File: src/logic/glb_pkg.sv
// global buffer config tile package

package glb_pkg;

    // tile geometry
    localparam int NUM_BANKS           = 2;
    localparam int BANK_ADDR_WIDTH     = 6;
    localparam int BANK_SEL_ADDR_WIDTH = 1;
    localparam int TILE_SEL_ADDR_WIDTH = 2;
    localparam int GLB_ADDR_WIDTH      = TILE_SEL_ADDR_WIDTH + BANK_SEL_ADDR_WIDTH
                                         + BANK_ADDR_WIDTH;
    localparam int BANK_DATA_WIDTH     = 64;

    // fabric config word, upper and lower half of a bank word
    localparam int CFG_ADDR_WIDTH = 32;
    localparam int CFG_DATA_WIDTH = 32;

    // host register bus
    localparam int CONFIG_DATA_WIDTH = 32;
    localparam int GLB_CFG_REG_WIDTH = 2;

    // host register map, address 3 unmapped
    localparam logic [GLB_CFG_REG_WIDTH-1:0] REG_START_ADDR = 2'd0;
    localparam logic [GLB_CFG_REG_WIDTH-1:0] REG_NUM_WORDS  = 2'd1;
    localparam logic [GLB_CFG_REG_WIDTH-1:0] REG_SWITCH_SEL = 2'd2;

    // global word address split into tile, bank and offset
    typedef struct packed {
        logic [TILE_SEL_ADDR_WIDTH-1:0] tile;
        logic [BANK_SEL_ADDR_WIDTH-1:0] bank;
        logic [BANK_ADDR_WIDTH-1:0]     offset;
    } glb_addr_fields_t;

    // same word seen linear by the fetcher, split by the router
    typedef union packed {
        logic [GLB_ADDR_WIDTH-1:0] flat;
        glb_addr_fields_t          fields;
    } glb_addr_u;

    typedef struct packed {
        logic      rd_en;
        glb_addr_u addr;
    } bank_rd_req_t;

    typedef struct packed {
        logic [BANK_DATA_WIDTH-1:0] data;
        logic                       valid;
    } bank_rd_rsp_t;

    typedef struct packed {
        logic                      wr;
        logic [CFG_ADDR_WIDTH-1:0] addr;
        logic [CFG_DATA_WIDTH-1:0] data;
    } fbrc_cfg_t;

    typedef struct packed {
        logic                         wr;
        logic                         rd;
        logic [GLB_CFG_REG_WIDTH-1:0] addr;
        logic [CONFIG_DATA_WIDTH-1:0] wr_data;
    } host_cfg_t;

    // bitstream load into the banks
    typedef struct packed {
        logic                       en;
        glb_addr_u                  addr;
        logic [BANK_DATA_WIDTH-1:0] data;
    } bank_wr_t;

endpackage
File: src/logic/glb_cfg_regs.sv
// fetch control registers
`timescale 1ns/1ps

module glb_cfg_regs (
    input  logic                                   clk,
    input  logic                                   reset,
    input  glb_pkg::host_cfg_t                     host,
    output logic [glb_pkg::CONFIG_DATA_WIDTH-1:0]  config_rd_data,
    output glb_pkg::glb_addr_u                     start_addr,
    output logic [glb_pkg::GLB_ADDR_WIDTH-1:0]     num_words,
    output logic [glb_pkg::NUM_BANKS-1:0]          switch_sel
);
    import glb_pkg::*;

    // write decode, data truncated to each register width
    always_ff @(posedge clk or posedge reset) begin
        if (reset) begin
            start_addr <= '0;
            num_words  <= '0;
            switch_sel <= '0;
        end else if (host.wr) begin
            case (host.addr)
                REG_START_ADDR: start_addr.flat <= host.wr_data[GLB_ADDR_WIDTH-1:0];
                REG_NUM_WORDS:  num_words <= host.wr_data[GLB_ADDR_WIDTH-1:0];
                REG_SWITCH_SEL: switch_sel <= host.wr_data[NUM_BANKS-1:0];
                // unmapped slot drops the write
                default: ;
            endcase
        end
    end

    // read-back in the same cycle, zero extended
    always_comb begin
        config_rd_data = '0;
        if (host.rd) begin
            case (host.addr)
                REG_START_ADDR: config_rd_data[GLB_ADDR_WIDTH-1:0] = start_addr.flat;
                REG_NUM_WORDS:  config_rd_data[GLB_ADDR_WIDTH-1:0] = num_words;
                REG_SWITCH_SEL: config_rd_data[NUM_BANKS-1:0] = switch_sel;
                // unmapped reads as zero
                default: config_rd_data = '0;
            endcase
        end
    end

endmodule

File: config.mk
export PLATFORM = sky130hd
export DESIGN_NAME = glb_cfg_regs
export DESIGN_NICKNAME = d
export VERILOG_FILES = /design/src/logic/glb_pkg.sv /design/src/logic/glb_cfg_regs.sv
export SDC_FILE = /design/constraint.sdc
export NUM_CORES = 1
export LEC_CHECK = 0
export BUFFER_PORTS_ARGS = -buffer_cell sky130_fd_sc_hd__buf_2
export CORE_UTILIZATION = 42
export DETAILED_ROUTE_END_ITERATION = 6
export MAX_ROUTING_LAYER = met4
export PLACE_DENSITY = 0.95
export SYNTH_ARGS = -nofsm -noshare
export SYNTH_HDL_FRONTEND = slang
export SYNTH_SLANG_ARGS = --single-unit
File: constraint.sdc
create_clock -name clk -period 2 [get_ports clk]
set_input_delay 0.1 -clock clk [delete_from_list [all_inputs] [get_ports clk]]
set_output_delay 0.1 -clock clk [all_outputs]
set_load 0.05 [all_outputs]
== Yosys cells after proc, flatten, opt, wreduce, memory -nomap -nowiden ==
Index checks and enable logic that the tools add are counted.
Cells by class
  equal/unequal tests: 2
  multiplexer cells: 3
  reductions and logical operators: 4
Operators with widths (number)
  case mux 7 bit (2 select lines): 1
  two-way mux 9 bit: 1
  case mux 2 bit (3 select lines): 1
  AND reduction 2 bit: 3
  equality test 2 x 1 -> 1 bit, second input constant: 1
  equality test 2 bit, second input constant: 1
  zero test 2 bit: 1
Word-level totals
  bits in registers: 20
  input port bits: 38
  output and inout port bits: 52
  logic and storage cells: 12

== Depth between registers and ports, before layout ==
Gate-level depths: netlist of the first run.
  depth after elaboration: 3
  mapped depth: 3

== Worst setup path before layout of the first run ==
OpenSTA, ideal clock, no wires.
  path type: register to output
  start: reg num_words[0] in the netlist's numbering
  end: out config_rd_data[0] in the netlist's numbering
  arrival: 1546 ps
  required time: 1900 ps
  slack: 354 ps
  stages on the path, launching flop included: 3
  cell sequence: dfrtp_1 mux2i_1 o22ai_1
On the way
  word-level cells in the longest chain between the ends: 2
RTL lines
  start: declaration: RTL line glb_cfg_regs.sv:10  | output logic [glb_pkg::GLB_ADDR_WIDTH-1:0] num_words,
  start signal: assignment: RTL line glb_cfg_regs.sv:24  | REG_NUM_WORDS: num_words <= host.wr_data[GLB_ADDR_WIDTH-1:0];
  case mux 2 bit (3 select lines): RTL line glb_cfg_regs.sv:36  | case (host.addr)
  two-way mux 9 bit: RTL line glb_cfg_regs.sv:35  | if (host.rd) begin
  end: declaration: RTL line glb_cfg_regs.sv:8  | output logic [glb_pkg::CONFIG_DATA_WIDTH-1:0] config_rd_data,
No other way between the ends.

== Worst setup path after layout of the first run ==
  start: reg start_addr[0] in the netlist's numbering
  end: out config_rd_data[0] in the netlist's numbering
On the way
  word-level cells in the longest chain between the ends: 2
RTL lines
  start: declaration: RTL line glb_cfg_regs.sv:9  | output glb_pkg::glb_addr_u start_addr,
  case mux 2 bit (3 select lines): RTL line glb_cfg_regs.sv:36
  two-way mux 9 bit: RTL line glb_cfg_regs.sv:35
No other way between the ends.

==> key figures, run 1 <==
STA
  • Final Cycle Share: between 60 and 70%
  • WHS: 0.0500 ns
  • Setup_tns: 0 ns
  • Slew @ Worst Pin: 0.766 ns
  • Post-route minimum period: 1.30 ns
  • Pins Over Slew Limit: 0
  • Slew Limit Headroom: 48.9%
  • RSZ-0062 raised after global routing: false
  • Maximum clock rate: 769 MHz
  • Endpoints failing hold: 0
  • Skew final: 0 ns
  • Setup Viol. Count Final: 0

Worst setup path
  • Critical-path top delay cell: dfrtp_1
  • Crit path launch: start_addr[0]$_DFFE_PP0P_
  • Worst Reg2Reg Path Length in Cells: 1
  • Crit Path Class: reg -> out
  • CP top delay family: flip-flops
  • Worst reg2reg path endpoint: start_addr[7]$_DFFE_PP0P_
  • Crit-path max FO: 3
  • Startpoint types: register
  • Stages on worst setup path: 3
  • Flop-to-flop setup slack: 1.18 ns
  • CP endpoint kind: output port
  • Critical Path End: config_rd_data[0]
  • Crit-path max cell delay: between 0.3 and 0.4 ns
  • R2R Path Start: start_addr[7]$_DFFE_PP0P_
  • CP required: 1.90 ns
  • Critical-path cell list: mux2i_1, o22ai_1, buf_2
  • WP buf/inv: 1
  • WP data arrival: 1.20 ns

Power and ir drop
  • Sequential Power Share: 37.7%
  • Leak: 0.729 nW
  • Sw Pwr: 710 µW
  • Comb power frac: 49.3%
  • Total power density per cell area: 1080 nW/µm²
  • Max VDD drop: 0.717 mV
  • Clk pwr share: 13.0%
  • Internal power: 730 µW
  • Switch share: 49.3%

Synthesis
  • Register area share after synthesis: 43.3%
  • Cells after synthesis: 93
  • Synthesized flop and latch total: 20
  • Synth warn: 0
  • Distinct cells, synth: 17
  • Synthesized area: around 1200 µm²
  • Syn Area/Cell: 12.4 µm²

Routing
  • Post-detailed-route wirelength per cell: 13.4 µm
  • Number of remaining DRC errors: 0
  • DRT Pass-1 Iters: 2
  • Drt via density: around 4.6
  • Routed WL: 2230 µm
  • Routed Antenna Nets: 0
  • 1st-iter DRT viols: 4
  • Vias: around 780

Status
  • Status: finished, final reports clean

Floorplanning
  • Die Span X: roughly 54 µm
  • Top Ports: 90
  • Initial Util: 45.4%
  • Die extent in y: about 54 µm
  • Row Count: 18
  • Core area: approximately 2500 µm²
  • Die Area: 2960 µm²

Clock network
  • CTS root buffer: clkbuf_4
  • Post-CTS Repair Setup Buffers: 0
  • Clock tree sinks: 20
  • CTS resizes: 0
  • Clock slew seen by the registers of the worst setup and hold paths: about 0.11 ns
  • Num CTS Buffers: 3
  • CTS tree: done
  • Clk_lat worst skew: 0.29 ns
  • CTS Hold Bufs: 1
  • CTS HTree Levels: 1
  • Clk buf depth: 2

Run
  • Max_cap viols: 0

Finish
  • Nets: 177
  • Share of cells above drive strength 1: 49.6%
  • Synthesis-to-finish area growth: 15.3%
  • # diodes: 0

Global route
  • Global Route met2 Usage: 29.9%
  • GR peak layer: met2
  • Vias in the first global route: 708
  • Gr usage total: 17.4%
  • Met3 GRT Util: 3.33%
  • Antenna violations before repair: 0
  • GRT overflow: 0
  • Grt met1 use: 21.5%
  • Largest net degree at the start of global routing: 21
  • Global-route wire length before repair: 3380 µm

Placement
  • Post-DP HPWL: between 1500 and 2000 µm
  • Port Buffers: 43
  • Placer Congestion: 0.698

Hold path
  • HP Class: in -> reg
==> worst min path at each step <==
| stage | startpoint | end | cells after the start |
|---|---|---|---|
| after global routing | host[4] | start_addr[4]$_DFFE_PP0P_ | 2 |
| after CTS | host[2] | num_words[2]$_DFFE_PP0P_ | 2 |
| after floorplan | reset | num_words[0]$_DFFE_PP0P_ | 1 |
| final | host[4] | start_addr[4]$_DFFE_PP0P_ | 2 |
| after global placement | reset | num_words[2]$_DFFE_PP0P_ | 2 |
| after detailed placement | reset | num_words[7]$_DFFE_PP0P_ | 2 |
==> cell usage in the layout, fill, tap and decap left out <==
| cell | netlist | layout |
|---|---|---|
| nor2_1 | 7 | 7 |
| o22ai_1 | 2 | 2 |
| nand3b_1 | 1 | 1 |
| buf_4 | 23 | 1 |
| nand2b_1 | 2 | 2 |
| nand3b_4 | 1 | 1 |
| dlygate4sd3_1 | 0 | 1 |
| conb_1 | 1 | 23 |
| mux2i_1 | 9 | 9 |
| dfrtp_1 | 20 | 20 |
| mux2_4 | 9 | 9 |
| nor3b_2 | 1 | 1 |
| mux2_1 | 1 | 1 |
| mux2_2 | 10 | 10 |
| inv_1 | 1 | 1 |
| nand2_1 | 2 | 2 |
| clkbuf_4 | 0 | 3 |
| buf_2 | 0 | 43 |
==> registers in the layout (all words and copies together), names as in the netlist <==
name,count
num_words,9
switch_sel,2
start_addr,9
==> final cells by class <==
| type | count | area, µm² |
|---|---|---|
| well taps | 30 | 37.5 |
| clock buffers | 3 | 22.5 |
| repair buffers | 45 | 233 |
| fillers | 230 | 1210 |
| inverters | 1 | 3.75 |
| multi-input cells | 68 | 534 |
| flip-flops and latches | 20 | 500 |
==> power groups by stage <==
| stage | sequential [mW] | combinational (mW) | clock [mW] |
|---|---|---|---|
| 6_report | 0.543 | 0.710 | 0.187 |
| 5_1_grt | 0.551 | 0.748 | 0.210 |
| 4_1_cts | 0.542 | 0.715 | 0.194 |
| 3_5_place_dp | 0.547 | 0.714 | 0 |
| 3_3_place_gp | 0.540 | 0.701 | 0 |
| 2_1_floorplan | 0.813 | 0.335 | 0 |
==> cell usage after synthesis (all sizes together) <==
cell type	instances	area [µm²]
inv	1	3.75
nand2	2	7.51
dfrtp	20	500
mux2i	9	90.1
clkbuf	1	3.75
mux2	20	259
buf	25	195
nand2b	2	12.5
nor3b	1	12.5
conb	1	3.75
nor2	7	26.3
nand3b	2	27.5
o22ai	2	12.5
==> stage by stage <==
step           cells  setup slack, ns  power [mW]  cell area, µm²  util (%)
2_1_floorplan    115            0.354        1.15            1240         -
3_3_place_gp     163            0.798        1.24            1300      51.0
3_5_place_dp     163            0.746        1.26            1300      51.0
4_1_cts          167            0.684        1.45            1330      52.3
5_1_grt          167            0.581        1.51            1330      52.3
6_report         167            0.700        1.44            1330      52.3
==> kinds of logic (layout without fill, tap and decap cells) <==
group                  after synthesis  in the layout  share of synthesized area, %
multiplexers                        29             29                          30.2
buffers and inverters               27             49                          17.6
other                                1             23                         0.325
flip-flops                          20             20                          43.3
AO/OA/AOI/OAI                        2              2                          1.08
AND/OR/NAND/NOR                     14             14                          7.48
==> routing by layer <==
layer / share of wire, % / vias up
met3: 6.9 / 0
met5: 0 / -
met4: 0 / 0
li1: - / 358
met1: 45 / 360
met2: 48 / 57
Note: power is estimated with default switching activity, not from simulation.
==> run 2, diff against run 1 <==
--- a/config.mk
+++ b/config.mk
@@ -6,10 +6,10 @@
 export NUM_CORES = 1
 export LEC_CHECK = 0
 export BUFFER_PORTS_ARGS = -buffer_cell sky130_fd_sc_hd__buf_2
-export CORE_UTILIZATION = 42
+export CORE_UTILIZATION = 39
 export DETAILED_ROUTE_END_ITERATION = 6
 export MAX_ROUTING_LAYER = met4
-export PLACE_DENSITY = 0.95
+export PLACE_DENSITY = 0.9
 export SYNTH_ARGS = -nofsm -noshare
 export SYNTH_HDL_FRONTEND = slang
 export SYNTH_SLANG_ARGS = --single-unit
==> constraint.sdc (replaced) <==
create_clock -name clk -period 1.29 [get_ports clk]
set_input_delay 0.0645 -clock clk [delete_from_list [all_inputs] [get_ports clk]]
set_output_delay 0.0645 -clock clk [all_outputs]
set_load 0.05 [all_outputs]
==> run 2 against run 1 <==
Against the previous run:
- first-iteration DRC count grew 100%
- sequential cell count is the same
- sequential power grew 54%
- critical path depth is the same
- final cell count grew 6.6%
- combinational power grew 68%
- largest power group unchanged
- highest routed layer is now met4
==> key figures, run 2 (same netlist as run 1, synthesis figures left out) <==
Floorplanning
  • Die Area: between 3000 and 4000 µm²
  • Die extent in y: 56.4 µm
  • Row Count: 19
  • Top Ports: 90
  • Initial Util: 41.5%
  • Die Span X: roughly 56 µm
  • Core area: 2780 µm²

Global route
  • Grt met1 use: 18.8%
  • Met3 GRT Util: 2.76%
  • Global-route wire length before repair: 3480 µm
  • GR peak layer: met2
  • Largest net degree at the start of global routing: 21
  • Antenna violations before repair: 0
  • Gr usage total: 14.7%
  • Global Route met2 Usage: 23.8%
  • Vias in the first global route: between 700 and 800
  • GRT overflow: 0

Finish
  • # diodes: 0
  • Share of cells above drive strength 1: 57.8%
  • Fill cells: about 250
  • Post-layout util: 53.0%
  • Most common cell after layout, fill and taps aside: buf_2
  • Synthesis-to-finish area growth: 27.6%
  • Nets: around 190
  • Most frequent cells in the layout: buf_2 (41), conb_1 (23), dfrtp_1 (20)
  • Largest regs: num_words (9), start_addr (9), switch_sel (2)
  • Post-route cell area: roughly 1500 µm²

Worst setup path
  • Worst reg2reg path endpoint: num_words[0]$_DFFE_PP0P_
  • Startpoint types: register
  • CP endpoint kind: output port
  • WP data arrival: ~1.2 ns
  • Flop-to-flop setup slack: 0.37 ns
  • Crit Path Class: reg -> out
  • R2R Path Start: num_words[0]$_DFFE_PP0P_
  • CP required: between 1 and 1.5 ns
  • Worst Reg2Reg Path Length in Cells: 2
  • Crit-path max FO: 2

STA
  • Endpoints failing hold: 0
  • Maximum clock rate: 808 MHz
  • Setup Viol. Count Final: 0
  • Post-route minimum period: 1.24 ns
  • Pins Over Slew Limit: 0
  • Final Cycle Share: around 96%
  • Skew final: 0 ns
  • WHS: 0.0178 ns

Routing
  • Drt via density: 4.67
  • Routed WL: 2220 µm
  • Number of remaining DRC errors: 0
  • Routed Antenna Nets: 0
  • Vias: 831
  • Post-detailed-route wirelength per cell: 12.4 µm
  • DRT Pass-1 Iters: 2
  • 1st-iter DRT viols: 8

Hold path
  • HP Class: in -> reg
  • Hold Crit Endpoint: num_words[6]$_DFFE_PP0P_
  • Worst Min Path Start: host[6]
  • Hold Path Depth: 2

Placement
  • Placer Congestion: around 0.71
  • Placement Cell Area: between 1000 and 1500 µm²
  • Port Buffers: 43
  • Post-DP HPWL: 1600 µm

Clock network
  • CTS tree: done
  • Clock tree sinks: 20
  • Clk_lat worst skew: 0.29 ns
  • Clock slew seen by the registers of the worst setup and hold paths: ~0.11 ns
  • Clk buf depth: 2
  • Num CTS Buffers: 3
  • CTS HTree Levels: 1
  • CTS root buffer: clkbuf_4

Status
  • Status: finished, final reports clean

Power and ir drop
  • Max VDD drop: 1.00 mV
  • Leak: just under 0.8 nW
  • Total power density per cell area: 1560 nW/µm²

Run
  • Max_cap viols: 0
==> run 2: cell count changes in the layout (fill, tap and decap cells not counted), sizes merged <==
cell / change
dlygate4sd3: +3
buf: +7
==> run 2: worst max path at each step <==
stage | from | endpoint | slack (ns) | cells after the start
floorplan | num_words[0]$_DFFE_PP0P_ | config_rd_data[0] | -0.05 | 2
finish | num_words[1]$_DFFE_PP0P_ | config_rd_data[1] | 0.05 | 3
CTS | num_words[1]$_DFFE_PP0P_ | config_rd_data[1] | 0.002 | 3
detailed placement | host[32] | start_addr[6]$_DFFE_PP0P_ | 0.17 | 4
global route | num_words[1]$_DFFE_PP0P_ | config_rd_data[1] | -0.003 | 3
global placement | host[32] | start_addr[0]$_DFFE_PP0P_ | 0.20 | 4
==> run 2: layout make-up <==
class	count	area (µm²)	area share, %
sequential	20	500	34.0
tap	31	38.8	2.63
inverter	1	3.75	0.255
timing repair buffer	55	333	22.6
clock buffer	3	22.5	1.53
multi-input combinational	68	576	39.0
==> run 2: through the flow <==
| step | instances | power, mW | worst slack (ns) | TNS [ns] |
|---|---|---|---|---|
| final | 178 | 2.30 | 0.0528 | 0 |
| after global routing | 178 | 2.42 | -0.00286 | -0.00500 |
| after CTS | 171 | 2.28 | 0.00176 | 0 |
| after detailed placement | 167 | 1.99 | 0.165 | 0 |
| after global placement | 167 | 1.97 | 0.197 | 0 |
| after floorplan | 115 | 1.81 | -0.0504 | -0.0504 |
==> run 2: power by group <==
part | switching [mW] | internal, mW
logic | 0.856 | 0.336
clock network | 0.170 | 0.108
registers | 0.0886 | 0.746
==> run 2: metal layers <==
metal  vias up  share of wire (%)
met2        56                 50
met5         -                  0
met4         0               0.27
met3         2                6.9
met1       391                 43
li1        382                  -
==> run 2: critical path, stage by stage, from the launching register on <==
cell and delay, ns:
dfrtp_1 0.40, mux2i_2 0.21, o22ai_4 0.09, buf_4 0.19
==> run 2: what timing repair did <==
item                                    in CTS  in global routing
gates resized for setup                      1                  4
setup buffers                                0                  4
endpoints found under the setup margin       1                  2
hold buffers                                 1                  3
endpoints found under the hold margin       20                  3
